`src/rtl/zmips_pipe_pkg.sv`:
```
// Operand forwarding select codes, register index and data widths
package zmips_pipe_pkg;

    localparam int FWD_W = 2;

    // Source of an execute operand
    localparam logic [FWD_W-1:0] FWD_REG = 2'b00; // Value read in decode
    localparam logic [FWD_W-1:0] FWD_WB  = 2'b01; // MEM/WB writeback value
    localparam logic [FWD_W-1:0] FWD_MEM = 2'b10; // EX/MEM ALU result

    localparam int REG_AW = 5;
    localparam int XLEN   = 32;

endpackage

```
`src/rtl/zmips_isa_pkg.sv`:
```
// Instruction formats, field bit positions, ALU, shift and branch codes, instruction union
package zmips_isa_pkg;

    // Top two bits of every word select the format
    localparam logic [1:0] FMT_R   = 2'b00;
    localparam logic [1:0] FMT_IMM = 2'b01; // Sign-extended immediate into r0
    localparam logic [1:0] FMT_BR  = 2'b10; // Conditional branch, PC relative
    localparam logic [1:0] FMT_J   = 2'b11; // Absolute jump

    // Bits of the R-format op field
    localparam int OP_SHIFT = 0; // Shift group instead of logic/arith group
    localparam int OP_WB    = 2; // Write rd, or load when OP_MEM is set
    localparam int OP_MEM   = 3; // Memory access

    // Flag enables in funct, the ALU code sits above them in bits 5..3
    localparam int FN_ZEN = 2;
    localparam int FN_CEN = 1;
    localparam int FN_NEN = 0;

    // ALU codes, OP_SHIFT clear
    localparam logic [2:0] ALU_ADD    = 3'b000;
    localparam logic [2:0] ALU_SUB    = 3'b001;
    localparam logic [2:0] ALU_AND    = 3'b010;
    localparam logic [2:0] ALU_OR     = 3'b011;
    localparam logic [2:0] ALU_XOR    = 3'b100;
    localparam logic [2:0] ALU_NOR    = 3'b101;
    localparam logic [2:0] ALU_PASS_A = 3'b111;

    // Shift codes, OP_SHIFT set; the rest pass a through
    localparam logic [2:0] SH_SLL = 3'b000;
    localparam logic [2:0] SH_SRL = 3'b001;
    localparam logic [2:0] SH_SRA = 3'b010;

    // Branch condition select
    localparam logic [1:0] CC_Z      = 2'b00;
    localparam logic [1:0] CC_C      = 2'b01;
    localparam logic [1:0] CC_N      = 2'b10;
    localparam logic [1:0] CC_ALWAYS = 2'b11;

    localparam logic [31:0] NOP_WORD = 32'h0000_0000; // R op with no write, no flags

    // One instruction word seen three ways
    typedef union packed {
        struct packed {
            logic [5:0] op;
            logic [4:0] rs;
            logic [4:0] rt;
            logic [4:0] rd;
            logic [4:0] shamt;
            logic [5:0] funct;
        } r;
        struct packed {
            logic [3:0]  iop;   // Bit 29 is the branch polarity
            logic [1:0]  cc;
            logic [25:0] imm;
        } i;
        struct packed {
            logic [1:0]  jop;
            logic [29:0] addr;  // Word address of the target
        } j;
    } instr_t;

endpackage
```
`src/rtl/zmips_core.sv`:
```
// Five-stage core top level connecting fetch, decode, register file, execute, memory and hazard
`timescale 1ns/1ns

module zmips_core
    import zmips_pipe_pkg::*;
#(
    parameter logic [31:0] RESET_PC = 32'h0
) (
    input  logic            clk,
    input  logic            rst,
    input  logic [XLEN-1:0] i_data,
    output logic [XLEN-1:0] i_addr,
    output logic [XLEN-1:0] d_addr,
    output logic [XLEN-1:0] d_data_o,
    input  logic [XLEN-1:0] d_data_i,
    output logic            d_rd,
    output logic            d_wr
);

    logic              stall, redirect;
    logic [XLEN-1:0]   target_pc, id_pc, id_ir;
    logic [REG_AW-1:0] rs, rt;
    logic [XLEN-1:0]   rf_rs_data, rf_rt_data;
    logic [2:0]        flags_now, flags_next, flags_en;
    logic [XLEN-1:0]   ex_a, ex_b, ex_imm;     // ID/EX
    logic [REG_AW-1:0] ex_rs, ex_rt, ex_rd;
    logic [4:0]        ex_shamt;
    logic [2:0]        ex_alu_code, ex_flag_en;
    logic              ex_shift, ex_use_imm, ex_mem_rd, ex_mem_wr, ex_we;
    logic [FWD_W-1:0]  fwd_a, fwd_b;
    logic [XLEN-1:0]   mem_result, mem_store_data; // EX/MEM
    logic              mem_rd, mem_wr, mem_we;
    logic [REG_AW-1:0] mem_rdst;
    logic              wb_we;                  // MEM/WB
    logic [REG_AW-1:0] wb_rd;
    logic [XLEN-1:0]   wb_data;

    zmips_fetch #(.RESET_PC(RESET_PC)) u_fetch (
        .clk, .rst, .stall, .redirect, .target_pc, .i_data,
        .i_addr, .id_pc, .id_ir
    );

    zmips_decode u_decode (
        .clk, .rst, .id_pc, .id_ir, .stall, .rf_rs_data, .rf_rt_data,
        .ex_flags_now  (flags_now),
        .ex_flags_next (flags_next),
        .ex_flags_en   (flags_en),
        .rs, .rt, .redirect, .target_pc,
        .ex_a, .ex_b, .ex_rs, .ex_rt, .ex_rd, .ex_imm, .ex_shamt, .ex_alu_code,
        .ex_shift, .ex_use_imm, .ex_mem_rd, .ex_mem_wr, .ex_we, .ex_flag_en
    );

    zmips_regfile u_regfile (
        .clk, .rst, .rs, .rt, .wb_we, .wb_rd, .wb_data,
        .rs_data (rf_rs_data),
        .rt_data (rf_rt_data)
    );

    zmips_execute u_execute (
        .clk, .rst, .ex_a, .ex_b, .ex_rd, .ex_imm, .ex_shamt, .ex_alu_code, .ex_shift,
        .ex_use_imm, .ex_mem_rd, .ex_mem_wr, .ex_we, .ex_flag_en, .fwd_a, .fwd_b, .wb_data,
        .flags_now, .flags_next, .flags_en,
        .mem_result, .mem_store_data, .mem_rd, .mem_wr, .mem_we, .mem_rdst
    );

    zmips_mem_wb u_mem_wb (
        .clk, .rst, .mem_result, .mem_store_data, .mem_rd, .mem_wr, .mem_we, .mem_rdst,
        .d_data_i, .d_addr, .d_data_o, .d_rd, .d_wr, .wb_we, .wb_rd, .wb_data
    );

    zmips_hazard u_hazard (
        .id_rs (rs),
        .id_rt (rt),
        .ex_mem_rd, .ex_rd, .ex_rs, .ex_rt, .mem_we, .mem_rdst, .wb_we, .wb_rd,
        .stall, .fwd_a, .fwd_b
    );

endmodule

```
`src/rtl/zmips_hazard.sv`:
```
// Operand forwarding selects and load-use stall detection
`timescale 1ns/1ns

module zmips_hazard
    import zmips_pipe_pkg::*;
(
    input  logic [REG_AW-1:0] id_rs,
    input  logic [REG_AW-1:0] id_rt,
    input  logic              ex_mem_rd,  // Op in EX is a load
    input  logic [REG_AW-1:0] ex_rd,
    input  logic [REG_AW-1:0] ex_rs,
    input  logic [REG_AW-1:0] ex_rt,
    input  logic              mem_we,
    input  logic [REG_AW-1:0] mem_rdst,
    input  logic              wb_we,
    input  logic [REG_AW-1:0] wb_rd,
    output logic              stall,
    output logic [FWD_W-1:0]  fwd_a,
    output logic [FWD_W-1:0]  fwd_b
);

    // A destination equal to the source is the only match condition
    function automatic logic [FWD_W-1:0] src_sel(input logic [REG_AW-1:0] src,
                                                 input logic mem_wr_en,
                                                 input logic [REG_AW-1:0] mem_dst,
                                                 input logic wb_wr_en,
                                                 input logic [REG_AW-1:0] wb_dst);
        if (mem_wr_en && mem_dst == src) return FWD_MEM;
        if (wb_wr_en && wb_dst == src) return FWD_WB;
        return FWD_REG;
    endfunction

    assign fwd_a = src_sel(ex_rs, mem_we, mem_rdst, wb_we, wb_rd);
    assign fwd_b = src_sel(ex_rt, mem_we, mem_rdst, wb_we, wb_rd);

    // Load data is only ready in WB, hold the user one cycle
    assign stall = ex_mem_rd && (ex_rd == id_rs || ex_rd == id_rt);

endmodule

```
`src/rtl/zmips_mem_wb.sv`:
```
// Data memory port, MEM/WB register, writeback data select
`timescale 1ns/1ns

module zmips_mem_wb (
    input  logic        clk,
    input  logic        rst,
    input  logic [31:0] mem_result,
    input  logic [31:0] mem_store_data,
    input  logic        mem_rd,
    input  logic        mem_wr,
    input  logic        mem_we,
    input  logic [4:0]  mem_rdst,
    input  logic [31:0] d_data_i,
    output logic [31:0] d_addr,
    output logic [31:0] d_data_o,
    output logic        d_rd,
    output logic        d_wr,
    output logic        wb_we,
    output logic [4:0]  wb_rd,
    output logic [31:0] wb_data
);

    logic [31:0] wb_load, wb_alu;
    logic        wb_is_load;

    // Combinational strobes, store lands at the edge closing MEM
    assign d_addr   = mem_result;
    assign d_data_o = mem_store_data;
    assign d_rd     = mem_rd;
    assign d_wr     = mem_wr;

    always_ff @(posedge clk) begin
        wb_load <= d_data_i;
        wb_alu  <= mem_result;
        wb_rd   <= mem_rdst;
        if (rst) begin
            wb_we      <= 1'b0;
            wb_is_load <= 1'b0;
        end else begin
            wb_we      <= mem_we;
            wb_is_load <= mem_rd;
        end
    end

    assign wb_data = wb_is_load ? wb_load : wb_alu;

endmodule

```
`src/rtl/zmips_execute.sv`:
```
// Operand forwarding muxes, ALU, Z/C/N flag registers, EX/MEM register
`timescale 1ns/1ns

module zmips_execute
    import zmips_isa_pkg::*;
    import zmips_pipe_pkg::*;
(
    input  logic              clk,
    input  logic              rst,
    input  logic [XLEN-1:0]   ex_a,
    input  logic [XLEN-1:0]   ex_b,
    input  logic [REG_AW-1:0] ex_rd,
    input  logic [XLEN-1:0]   ex_imm,
    input  logic [4:0]        ex_shamt,
    input  logic [2:0]        ex_alu_code,
    input  logic              ex_shift,
    input  logic              ex_use_imm,
    input  logic              ex_mem_rd,
    input  logic              ex_mem_wr,
    input  logic              ex_we,
    input  logic [2:0]        ex_flag_en,
    input  logic [FWD_W-1:0]  fwd_a,
    input  logic [FWD_W-1:0]  fwd_b,
    input  logic [XLEN-1:0]   wb_data,
    output logic [2:0]        flags_now,
    output logic [2:0]        flags_next,
    output logic [2:0]        flags_en,
    output logic [XLEN-1:0]   mem_result,
    output logic [XLEN-1:0]   mem_store_data,
    output logic              mem_rd,
    output logic              mem_wr,
    output logic              mem_we,
    output logic [REG_AW-1:0] mem_rdst
);

    logic [XLEN-1:0] pre_a, alu_a, alu_b, alu_y;
    logic            alu_zero, alu_carry;

    // Newest value wins, EX/MEM over MEM/WB
    function automatic logic [XLEN-1:0] fwd_mux(input logic [FWD_W-1:0] sel,
                                                input logic [XLEN-1:0] reg_val,
                                                input logic [XLEN-1:0] mem_val,
                                                input logic [XLEN-1:0] wb_val);
        case (sel)
            FWD_MEM: return mem_val;
            FWD_WB:  return wb_val;
            default: return reg_val;
        endcase
    endfunction

    assign pre_a = fwd_mux(fwd_a, ex_a, mem_result, wb_data);
    assign alu_a = ex_use_imm ? ex_imm : pre_a;  // Immediate load passes imm through
    assign alu_b = fwd_mux(fwd_b, ex_b, mem_result, wb_data);

    zmips_alu u_alu (
        .a     (alu_a),
        .b     (alu_b),
        .code  (ex_alu_code),
        .shift (ex_shift),
        .shamt (ex_shamt),
        .y     (alu_y),
        .zero  (alu_zero),
        .carry (alu_carry)
    );

    always_comb begin
        flags_next[FN_ZEN] = alu_zero;
        flags_next[FN_CEN] = alu_carry;
        flags_next[FN_NEN] = alu_y[XLEN-1];
    end
    assign flags_en = ex_flag_en; // Decode uses these for branch flag forwarding

    always_ff @(posedge clk) begin
        if (rst) begin
            flags_now <= 3'b000;
        end else begin
            for (int i = 0; i < 3; i++) begin
                if (flags_en[i]) flags_now[i] <= flags_next[i];
            end
        end
    end

    always_ff @(posedge clk) begin
        mem_result     <= alu_y;   // Also the memory address
        mem_store_data <= alu_b;
        mem_rdst       <= ex_rd;
        if (rst) begin
            mem_rd <= 1'b0;
            mem_wr <= 1'b0;
            mem_we <= 1'b0;
        end else begin
            mem_rd <= ex_mem_rd;
            mem_wr <= ex_mem_wr;
            mem_we <= ex_we;
        end
    end

endmodule

```
`src/rtl/zmips_alu.sv`:
```
// ALU with add, subtract and logic ops, barrel shifter, zero and carry outputs
`timescale 1ns/1ns

module zmips_alu
    import zmips_isa_pkg::*;
(
    input  logic [31:0] a,
    input  logic [31:0] b,
    input  logic [2:0]  code,
    input  logic        shift,  // Shift group select
    input  logic [4:0]  shamt,
    output logic [31:0] y,
    output logic        zero,
    output logic        carry
);

    logic [32:0] sum;
    logic [32:0] diff;

    assign sum  = {1'b0, a} + {1'b0, b};
    assign diff = {1'b0, a} - {1'b0, b}; // Bit 32 is the borrow

    always_comb begin
        carry = 1'b0;
        if (shift) begin
            case (code)
                SH_SLL:  y = a << shamt;
                SH_SRL:  y = a >> shamt;
                SH_SRA:  y = $signed(a) >>> shamt;
                default: y = a;
            endcase
        end else begin
            case (code)
                ALU_ADD: begin
                    y     = sum[31:0];
                    carry = sum[32];
                end
                ALU_SUB: begin
                    y     = diff[31:0];
                    carry = ~diff[32]; // Set when a >= b unsigned
                end
                ALU_AND: y = a & b;
                ALU_OR:  y = a | b;
                ALU_XOR: y = a ^ b;
                ALU_NOR: y = ~(a | b);
                default: y = a;   // ALU_PASS_A and the spare code
            endcase
        end
    end

    assign zero = (y == 32'h0);

endmodule

```
`src/rtl/zmips_regfile.sv`:
```
// Register file, 32 by 32 bits, two read ports, one write port, write-through bypass
`timescale 1ns/1ns

module zmips_regfile (
    input  logic        clk,
    input  logic        rst,
    input  logic [4:0]  rs,
    input  logic [4:0]  rt,
    input  logic        wb_we,
    input  logic [4:0]  wb_rd,
    input  logic [31:0] wb_data,
    output logic [31:0] rs_data,
    output logic [31:0] rt_data
);

    logic [31:0] regs [32]; // r0 is an ordinary register

    always_ff @(posedge clk) begin
        if (rst) begin
            for (int i = 0; i < 32; i++) regs[i] <= 32'h0;
        end else if (wb_we) begin
            regs[wb_rd] <= wb_data;
        end
    end

    // Same-cycle write is seen by decode
    assign rs_data = (wb_we && wb_rd == rs) ? wb_data : regs[rs];
    assign rt_data = (wb_we && wb_rd == rt) ? wb_data : regs[rt];

endmodule

```
`src/rtl/zmips_decode.sv`:
```
// Field decode, branch and jump targets, branch decision, control generation, ID/EX register
`timescale 1ns/1ns

module zmips_decode
    import zmips_isa_pkg::*;
(
    input  logic        clk,
    input  logic        rst,
    input  logic [31:0] id_pc,
    input  logic [31:0] id_ir,
    input  logic        stall,
    input  logic [31:0] rf_rs_data,
    input  logic [31:0] rf_rt_data,
    input  logic [2:0]  ex_flags_now,  // Z/C/N registers
    input  logic [2:0]  ex_flags_next, // Flags produced by the op in EX
    input  logic [2:0]  ex_flags_en,
    output logic [4:0]  rs,
    output logic [4:0]  rt,
    output logic        redirect,
    output logic [31:0] target_pc,
    output logic [31:0] ex_a,
    output logic [31:0] ex_b,
    output logic [4:0]  ex_rs,
    output logic [4:0]  ex_rt,
    output logic [4:0]  ex_rd,
    output logic [31:0] ex_imm,
    output logic [4:0]  ex_shamt,
    output logic [2:0]  ex_alu_code,
    output logic        ex_shift,
    output logic        ex_use_imm,
    output logic        ex_mem_rd,
    output logic        ex_mem_wr,
    output logic        ex_we,
    output logic [2:0]  ex_flag_en
);

    instr_t      ir;
    logic        is_r, is_imm, is_br, is_j;
    logic [31:0] imm_se;
    logic [31:0] br_target;
    logic [2:0]  flags;      // Flags as they stand after the op in EX
    logic        take;
    logic        bubble;

    assign ir     = id_ir;
    assign is_r   = (ir.j.jop == FMT_R);
    assign is_imm = (ir.j.jop == FMT_IMM);
    assign is_br  = (ir.j.jop == FMT_BR);
    assign is_j   = (ir.j.jop == FMT_J);

    assign rs = ir.r.rs; // Register file read addresses
    assign rt = ir.r.rt;

    assign imm_se    = {{6{ir.i.imm[25]}}, ir.i.imm};
    assign br_target = id_pc + {imm_se[29:0], 2'b00};

    // Per-flag forward from EX where that op updates it
    assign flags = (ex_flags_en & ex_flags_next) | (~ex_flags_en & ex_flags_now);

    always_comb begin
        case (ir.i.cc)
            CC_Z:    take = (flags[FN_ZEN] == ir.i.iop[1]);
            CC_C:    take = (flags[FN_CEN] == ir.i.iop[1]);
            CC_N:    take = (flags[FN_NEN] == ir.i.iop[1]);
            default: take = 1'b1; // CC_ALWAYS
        endcase
    end

    // Not taken still redirects, to id_pc, so every branch costs one bubble
    assign redirect  = (is_br | is_j) & ~stall;
    assign target_pc = is_j ? {ir.j.addr, 2'b00} : (take ? br_target : id_pc);

    assign bubble = stall | is_br | is_j;

    always_ff @(posedge clk) begin
        ex_a        <= rf_rs_data;
        ex_b        <= rf_rt_data;
        ex_rs       <= ir.r.rs;
        ex_rt       <= ir.r.rt;
        ex_rd       <= is_imm ? 5'd0 : ir.r.rd;  // Immediate always lands in r0
        ex_imm      <= imm_se;
        ex_shamt    <= ir.r.shamt;
        ex_alu_code <= is_imm ? ALU_PASS_A : ir.r.funct[5:3];
        ex_shift    <= is_r & ir.r.op[OP_SHIFT];
        if (rst || bubble) begin
            ex_use_imm <= 1'b0;
            ex_mem_rd  <= 1'b0;
            ex_mem_wr  <= 1'b0;
            ex_we      <= 1'b0;
            ex_flag_en <= 3'b000;
        end else begin
            ex_use_imm <= is_imm;
            ex_mem_rd  <= is_r & ir.r.op[OP_MEM] & ir.r.op[OP_WB];  // Load
            ex_mem_wr  <= is_r & ir.r.op[OP_MEM] & ~ir.r.op[OP_WB]; // Store
            ex_we      <= is_imm | (is_r & ir.r.op[OP_WB]);
            ex_flag_en <= is_r ? ir.r.funct[FN_ZEN:FN_NEN] : 3'b000;
        end
    end

endmodule

```
`src/rtl/zmips_fetch.sv`:
```
// Program counter and IF/ID register with stall hold and redirect squash
`timescale 1ns/1ns

module zmips_fetch
    import zmips_isa_pkg::*;
#(
    parameter logic [31:0] RESET_PC = 32'h0
) (
    input  logic        clk,
    input  logic        rst,
    input  logic        stall,
    input  logic        redirect,
    input  logic [31:0] target_pc,
    input  logic [31:0] i_data,
    output logic [31:0] i_addr,
    output logic [31:0] id_pc,   // Address of the fetched word plus 4
    output logic [31:0] id_ir
);

    logic [31:0] pc;
    logic [31:0] pc_inc;

    assign pc_inc = pc + 32'd4;
    assign i_addr = pc;          // Instruction port is combinational

    always_ff @(posedge clk) begin
        if (rst) begin
            pc    <= RESET_PC;
            id_ir <= NOP_WORD;
        end else if (!stall) begin
            if (redirect) begin
                pc    <= target_pc;
                id_ir <= NOP_WORD;   // Drop the word fetched behind the branch
            end else begin
                pc    <= pc_inc;
                id_ir <= i_data;
            end
        end
    end

    always_ff @(posedge clk) begin
        if (!stall) id_pc <= pc_inc; // Return address for relative branches
    end

endmodule

```
`config.mk`:
```
export PLATFORM = sky130hd
export DESIGN_NAME = zmips_core
export DESIGN_NICKNAME = d
export VERILOG_FILES = /design/src/rtl/zmips_pipe_pkg.sv /design/src/rtl/zmips_isa_pkg.sv /design/src/rtl/zmips_core.sv /design/src/rtl/zmips_hazard.sv /design/src/rtl/zmips_mem_wb.sv /design/src/rtl/zmips_execute.sv /design/src/rtl/zmips_alu.sv /design/src/rtl/zmips_regfile.sv /design/src/rtl/zmips_decode.sv /design/src/rtl/zmips_fetch.sv
export SDC_FILE = /design/constraint.sdc
export NUM_CORES = 2
export LEC_CHECK = 0
export BUFFER_PORTS_ARGS = -buffer_cell sky130_fd_sc_hd__buf_2
export CAP_MARGIN = 0
export CORE_AREA = 2 2 346 605
export CTS_CLUSTER_SIZE = 40
export DETAILED_ROUTE_END_ITERATION = 7
export DIE_AREA = 0 0 348 607
export PLACE_DENSITY = 0.63
export SYNTH_ARGS = -nofsm -noshare
export SYNTH_HDL_FRONTEND = slang
export SYNTH_HIERARCHICAL = 1
export SYNTH_SLANG_ARGS = --single-unit
```
`constraint.sdc`:
```
create_clock -name clk -period 8.16 [get_ports clk]
set_input_delay 0.816 -clock clk [delete_from_list [all_inputs] [get_ports clk]]
set_output_delay 0.816 -clock clk [all_outputs]
set_load 0.03 [all_outputs]
```
# After elaboration in Yosys (flattened, before gate mapping)

Memory sizes are Yosys's and may differ from the RTL's. A register that Yosys moved wholly into a read port is not among the register bits.
Cells that the tools add are included.

Register bits after elaboration: 363
Bits in writable memories: 1024
Bits of input ports: 66
Output and inout port bits: 98
Word-level logic and storage cells: 143
Memories: 1

Memory list:

| name           | depth | bits a word | read ports | clocked after memory_dff | wr ports | RTL line            | RTL |
|---|---|---|---|---|---|---|---|
| u_regfile.regs | 32    | 32          | 2          | 2                        | 32       | zmips_regfile.sv:16 | `logic [31:0] regs [32];` |

Add/subtract/negate cells: 4
Equality and inequality tests: 25
Shift operators: 3
Mux-type cells: 42
Bitwise logic cells: 22
Reductions and logical operators: 15

Operators by type and width:

| operator              | number |
|---|---|
| $mux 32               | 10 |
| $pmux 32 s6           | 1 |
| $pmux 32 s2           | 2 |
| $pmux 32 s3           | 1 |
| $eq 5x5->1            | 8 |
| $add 32x32->33        | 1 |
| $sub 32x32->33        | 1 |
| $add 32x3->32 const B | 1 |
| $add 32x32->32        | 1 |
| $and 32x32->32        | 1 |
| $logic_not 32->1      | 1 |
| $not 32->32           | 1 |
| $or 32x32->32         | 1 |
| $reduce_or 32->1      | 1 |
| $shl 32x5->32         | 1 |
| $shr 32x5->32         | 1 |
| $sshr 32x5->32        | 1 |
| $xor 32x32->32        | 1 |
| $mux 5                | 5 |
| $mux 2                | 8 |
| $mux 1                | 13 |
| $eq 2x2->1 const B    | 5 |
| $eq 2x1->1 const B    | 4 |
| $logic_and 1x1->1     | 7 |
| other kinds (16)      | 34 |

# Longest topological paths before layout

Word-level depth: 21
Gate-level depth with buffers: 39
Mapped depth without buffers: 34

# Modules after synthesis

Netlist, hierarchy kept.

By module, submodules not included:

| module        | times used | cells each | area each (µm²) | sequential area each (µm²) |
|---|---|---|---|---|
| zmips_regfile | 1          | 4088       | 56221.4         | 30749.5 |
| zmips_alu     | 1          | 1593       | 10940.5         | 0.0 |
| zmips_decode  | 1          | 482        | 4574.4          | 2122.0 |
| zmips_fetch   | 1          | 446        | 4291.6          | 2242.2 |
| zmips_execute | 1          | 355        | 3345.7          | 1501.4 |
| zmips_mem_wb  | 1          | 175        | 2473.6          | 1421.4 |
| zmips_hazard  | 1          | 45         | 364.1           | 0.0 |

# Least setup slack after synthesis

No wires, ideal clock.

Path kind: flip-flop to flip-flop
Start: reg, netlist name u_decode/ex_imm[25]
End: reg u_fetch.pc[21] (netlist: u_fetch/i_addr[21])
Setup time: 0.070 ns
Arrival: 8.041 ns
Data required time: 8.090 ns
Path slack: 0.049 ns
Stages on the path, launching flop included: 37
Buffers on the path: 6
Period minus slack after synthesis: 8.111 ns
Path through: dfxtp_1 -> buf_4 -> xor2_1 -> nor4_2 -> a311oi_1 -> inv_1 -> ha_1 -> buf_6 -> clkbuf_1 -> nor2b_1 -> o31ai_1 -> inv_1 -> ha_1 -> clkbuf_1 -> and2_1 -> a221oi_1 -> a21oi_1 -> xnor2_1 -> a211o_1 -> a32o_1 -> or3_1 -> or4_2 -> nor4_1 -> or4b_1 -> nor4b_2 -> buf_4 -> mux2i_1 -> a21oi_1 -> xnor2_1 -> or2_2 -> clkbuf_1 -> and4b_2 -> a21oi_1 -> o21ai_0 -> a32oi_1 -> or2_2 -> a21oi_1

Elaborated cells on any way between the ends: 26
Classes of those cells: add/sub: 2; eq/ne: 3; shift: 3; mux: 10; bitwise: 7; reduce/logical: 1

RTL lines:

| what                                         | RTL line            | RTL |
|---|---|---|
| $mux 32 (*)                                  | zmips_execute.sv:52 | `assign alu_a = ex_use_imm ? ex_imm : pre_a;` |
| $sshr 32x5->32, or another cell as far along | zmips_alu.sv:29     | `SH_SRA: y = $signed(a) >>> shamt;` |
| $pmux 32 s3 (*)                              | zmips_alu.sv:26     | `case (code)` |
| $mux 32 (*)                                  | zmips_alu.sv:25     | `if (shift) begin` |
| via u_execute.alu_y[5]                       | zmips_execute.sv:36 | `logic [XLEN-1:0] pre_a, alu_a, alu_b, alu_y;` |
| $logic_not 32->1 (*)                         | zmips_alu.sv:51     | `assign zero = (y == 32'h0);` |
| via u_execute.alu_zero                       | zmips_execute.sv:37 | `logic alu_zero, alu_carry;` |
| $and 3x3->3 (*)                              | zmips_decode.sv:58  | `assign flags = (ex_flags_en & ex_flags_next) \| (~ex_flags_en & ex_flags_now);` |
| $or 3x3->3 (*)                               | zmips_decode.sv:58  |  |
| $eq 1x1->1 (*)                               | zmips_decode.sv:62  | `CC_Z: take = (flags[FN_ZEN] == ir.i.iop[1]);` |
| $pmux 1 s3 (*)                               | zmips_decode.sv:61  | `case (ir.i.cc)` |
| $mux 32 (*) (2 in series)                    | zmips_decode.sv:71  | `assign target_pc = is_j ? {ir.j.addr, 2'b00} : (take ? br_target : id_pc);` |
| via target_pc[21]                            | zmips_core.sv:21    | `logic [XLEN-1:0] target_pc, id_pc, id_ir;` |
| $mux 32 (*)                                  | zmips_fetch.sv:31   | `if (redirect) begin` |
| end signal, assigned                         | zmips_fetch.sv:32   | `pc <= target_pc;` |
| end signal, assigned                         | zmips_fetch.sv:35   | `pc <= pc_inc;` |
| end, declared                                | zmips_fetch.sv:20   | `logic [31:0] pc;` |

Mark *: on every way through the listed nets, which the timed path passes. The rest lies on a longest branch.
A chain may end at the register's enable or synchronous reset.

# Worst setup path in the final report

Start: reg u_decode.ex_imm[22]
End: reg u_fetch.pc[10] (netlist: u_fetch/i_addr[10])

Elaborated cells on any way between the ends: 26
Classes of those cells: add/sub: 2; eq/ne: 3; shift: 3; mux: 10; bitwise: 7; reduce/logical: 1

RTL lines:

| what                                         | RTL line            | RTL |
|---|---|---|
| start, declared                              | zmips_decode.sv:26  | `output logic [31:0] ex_imm,` |
| start signal, assigned                       | zmips_decode.sv:81  | `ex_imm <= imm_se;` |
| $mux 32 (*)                                  | zmips_execute.sv:52 |  |
| $sshr 32x5->32, or another cell as far along | zmips_alu.sv:29     |  |
| $pmux 32 s3 (*)                              | zmips_alu.sv:26     |  |
| $mux 32 (*)                                  | zmips_alu.sv:25     |  |
| via u_execute.alu_y[7]                       | zmips_execute.sv:36 |  |
| $logic_not 32->1 (*)                         | zmips_alu.sv:51     |  |
| via flags_next[2]                            | zmips_core.sv:24    | `logic [2:0] flags_now, flags_next, flags_en;` |
| $and 3x3->3 (*)                              | zmips_decode.sv:58  |  |
| $or 3x3->3 (*)                               | zmips_decode.sv:58  |  |
| $eq 1x1->1 (*)                               | zmips_decode.sv:62  |  |
| $pmux 1 s3 (*)                               | zmips_decode.sv:61  |  |
| $mux 32 (*) (2 in series)                    | zmips_decode.sv:71  |  |
| via target_pc[10]                            | zmips_core.sv:21    |  |
| $mux 32 (*)                                  | zmips_fetch.sv:31   |  |

Marks and branches as above.

==> results.md <==
- Vias after detailed routing: about 66000
- I/O Pins: between 150 and 200
- Seq cells post-synth: 1372
- Crit path DAT: 9.00 ns
- Nets: 7818
- Num CTS Buffers: 139
- Number of synthesized flops with an enable pin: 1056
- Number of library cell types mapped by synthesis: 118
- Most frequent CP cell: buf_4
- Count of final setup violators: 9
- Final hold vios: 0
- Largest stage delay, worst path: 0.56 ns
- CP Class: register to register
- Setup ws final: -0.0845 ns
- H-tree levels: 4
- Post-Syn Instances: 7184
- Warnings from Yosys: 6
- Die height: 607 um
- Slew @ Worst Pin: 1.29 ns
- Worst path slowest cell: or4_4
- Final worst path period need: 8.24 ns
- Area after DPL: 89100 um2
- CTS root buffer: clkbuf_16
- Routability cong.: 1.04
- CTS sink cnt: 1372
- Starting DRT DRC Count: 6562
- Failing checks: setup timing
- Period utilization: 101%
- Setup repair after global routing missed its margin: yes
- Rows: 221
- Drt pass-1 iters: 6
- # DRC: 0
- FILL cells: 18700
- Count of final max-slew check failures: 0
- Final WL: 348000 um
- PortBufs: 163
- Layout area overhead: 15.9%
- Routed Antenna Nets: 0
- Syn nets: around 7400
- Maximum Capacitance Violations: 0
- CP startpoint kind: register
- Vias/cell: ~6.3
- Skew final: 0.0404 ns
- Initial core utilization: 39.8%
- Worst-path clk slew: around 0.060 ns
- Leakage power total: 36.1 nW
- Wire per inst: 33.5 um
- Clock Path Buffers: 4
- Worst Hold Class: primary input to register
- Setup TNS: -0.327 ns
- Worst-path fanout max: 5
- Critical Path Sink Type: register
- Post-DP HPWL: 244000 um
- Clock Latency Late Sink: 0.83 ns
- R2R setup slack: -0.08 ns
- Die width: 348 um
- Number of global-route vias before repair: 66300
- Core area: 207000 um2
- Initial antenna violation count: 21
- Sequential cell area fraction in the yosys report: 46.3%
- Critical Path RT: ~9 ns
- Status: finished with violations
- Synthesized area: 82200 um2
- Total grt overflow: 0
- FFs w/ async S/R, synth: 0%
- Final instance area: approximately 95000 um2
- Syn Area/Cell: 11.4 um2
- Layout cells sized above 1: 29.6%
- First-pass GRT wire length: 483000 um
- Highest clock rate: 0.121 GHz
- Area of the die: 211000 um2
- Peak VDD IR: 0.000157 V
- Max-slew headroom: 13.0%
- Largest net degree at the start of global routing: between 90 and 100
- Ys flop type: edfxtp_1
- Hold_buf cts: 0
- PwrDens: 236 nW/um2
- Tot GR Track Use: 31.9%
- CTS tree: done
timing repair:
action / 4_1_cts / 5_1_grt
setup buffers: 18 / 41
gates resized for setup: 146 / 187
setup endpoints to repair: 30 / 30
cloned: 1 / 5
pin swaps: 33 / 83
where the power goes:
part / switching [mW] / internal, mW
sequential: 0.516 / 7.99
clock: 2.87 / 3.44
combinational: 4.74 / 2.92
final cells by class:
| cell class | instances | area [um2] | share of cell area, % |
|---|---|---|---|
| Clock inverter | 63 | 526 | 0.551 |
| Clock buffer | 173 | 3690 | 3.87 |
| Timing Repair Buffer | 1047 | 8030 | 8.42 |
| Sequential cell | 1372 | 38100 | 40.0 |
| Multi-Input combinational cell | 4916 | 41100 | 43.1 |
| Tap cell | 2676 | 3350 | 3.51 |
| Antenna cell | 12 | 30.0 | 0.0315 |
| Inverter | 131 | 492 | 0.516 |
cell usage after synthesis, drive strengths merged (144+ instances only):
cell	instances	share of area, %
edfxtp	1056	39
and2	1017	7.7
mux2i	264	3.2
o21ai	209	1.3
nor2	315	1.4
a22oi	228	2.1
mux4	329	9.0
clkbuf	383	1.8
buf	383	3.2
dfxtp	316	7.7
mux2	317	4.5
a21oi	204	1.3
o22ai	144	1.1
nand2	389	1.8
cells by family (layout without fill, tap and decap cells):
family | after synthesis | in the layout | share of synthesized area (%)
other cells | 0 | 12 | 0
xor+xnor | 98 | 98 | 1.04
fa+ha+maj | 145 | 145 | 2.23
compound gates | 1438 | 1438 | 12.5
simple gates | 2324 | 2325 | 15.7
mux | 910 | 910 | 16.7
flops | 1372 | 1372 | 46.3
buf+inv | 897 | 1414 | 5.56
state kept, by name, summed over array words and instances, names as in the netlist, 3 cells and up:
signal                    cells
u_decode/ex_alu_code          3
u_decode/ex_flag_en           3
u_fetch/id_pc                32
u_mem_wb/wb_load             32
u_mem_wb/wb_rd                5
u_decode/ex_rd                5
u_regfile/regs             1024
u_decode/ex_imm              22
u_fetch/i_addr               32
u_execute/flags_now           3
u_mem_wb/wb_alu              32
u_execute/mem_result         32
u_execute/mem_rdst            5
u_decode/ex_shamt             4
u_decode/ex_b                32
u_decode/ex_a                32
u_execute/mem_store_data     32
u_fetch/id_ir                32
cell usage in the layout (no fill, tap or decap), types with 35 or more instances in the layout:
master / n
edfxtp_1: 1056
and2_1: 1015
buf_4: 815
nand2_1: 388
mux4_2: 326
mux2_2: 286
dfxtp_1: 286
nor2_1: 271
mux2i_1: 259
a22oi_1: 223
a21oi_1: 191
buf_2: 163
o21ai_0: 147
clkbuf_16: 145
o22ai_1: 140
ha_1: 120
inv_1: 110
nor2b_1: 107
nand3_1: 79
a211oi_1: 74
o211ai_1: 72
nor3_1: 68
xnor2_1: 52
o21ai_1: 51
a31oi_1: 49
or2_2: 47
or3_1: 44
nand2b_1: 44
nand4_1: 43
nor2_2: 41
o31ai_1: 38
xor2_1: 38
buf_6: 35
worst max-delay path, delay by kind of cell (launching register included):
family	cells	cell delay [ns]
compound gates	11	1.71
xor+xnor	2	0.28
simple gates	11	3.06
buf+inv	10	1.61
fa+ha+maj	1	0.32
flops	1	0.36
mux	3	0.80
metal layers:
metal	up-vias	GRT usage, %	part of all wire (%)
met5	-	0	0.025
met4	14	28.2	11
met3	1535	5.34	7.1
met2	3870	57.2	51
met1	32900	31.8	32
li1	27600	-	-
through the flow:
step / power [mW] / std cells / util [%] / hold slack (ns) / setup WS [ns]
after global placement: 15.7 / 10100 / 43.1 / 0.413 / -1.50
after floorplan: 12.2 / 7184 / - / 0.364 / 0.0487
final: 22.5 / 10400 / 46.1 / 0.0901 / -0.0845
after detailed placement: 15.7 / 10100 / 43.1 / 0.401 / -1.32
after global routing: 23.1 / 10400 / 46.1 / 0.0955 / -0.297
after CTS: 22.1 / 10300 / 45.6 / 0.0680 / -0.00618
path summary, 6_finish.rpt:
kind                            start               endpoint  depth (start not counted)
setup / recovery  u_decode/ex_imm[22]     u_fetch/i_addr[10]                         38
hold / removal           d_data_i[12]   u_mem_wb/wb_load[12]                          1
setup reg to reg  u_decode/ex_imm[22]     u_fetch/i_addr[10]                         38
hold reg to reg     u_decode/ex_rd[3]  u_execute/mem_rdst[3]                          0
Note: power is estimated with default switching activity, not from simulation.
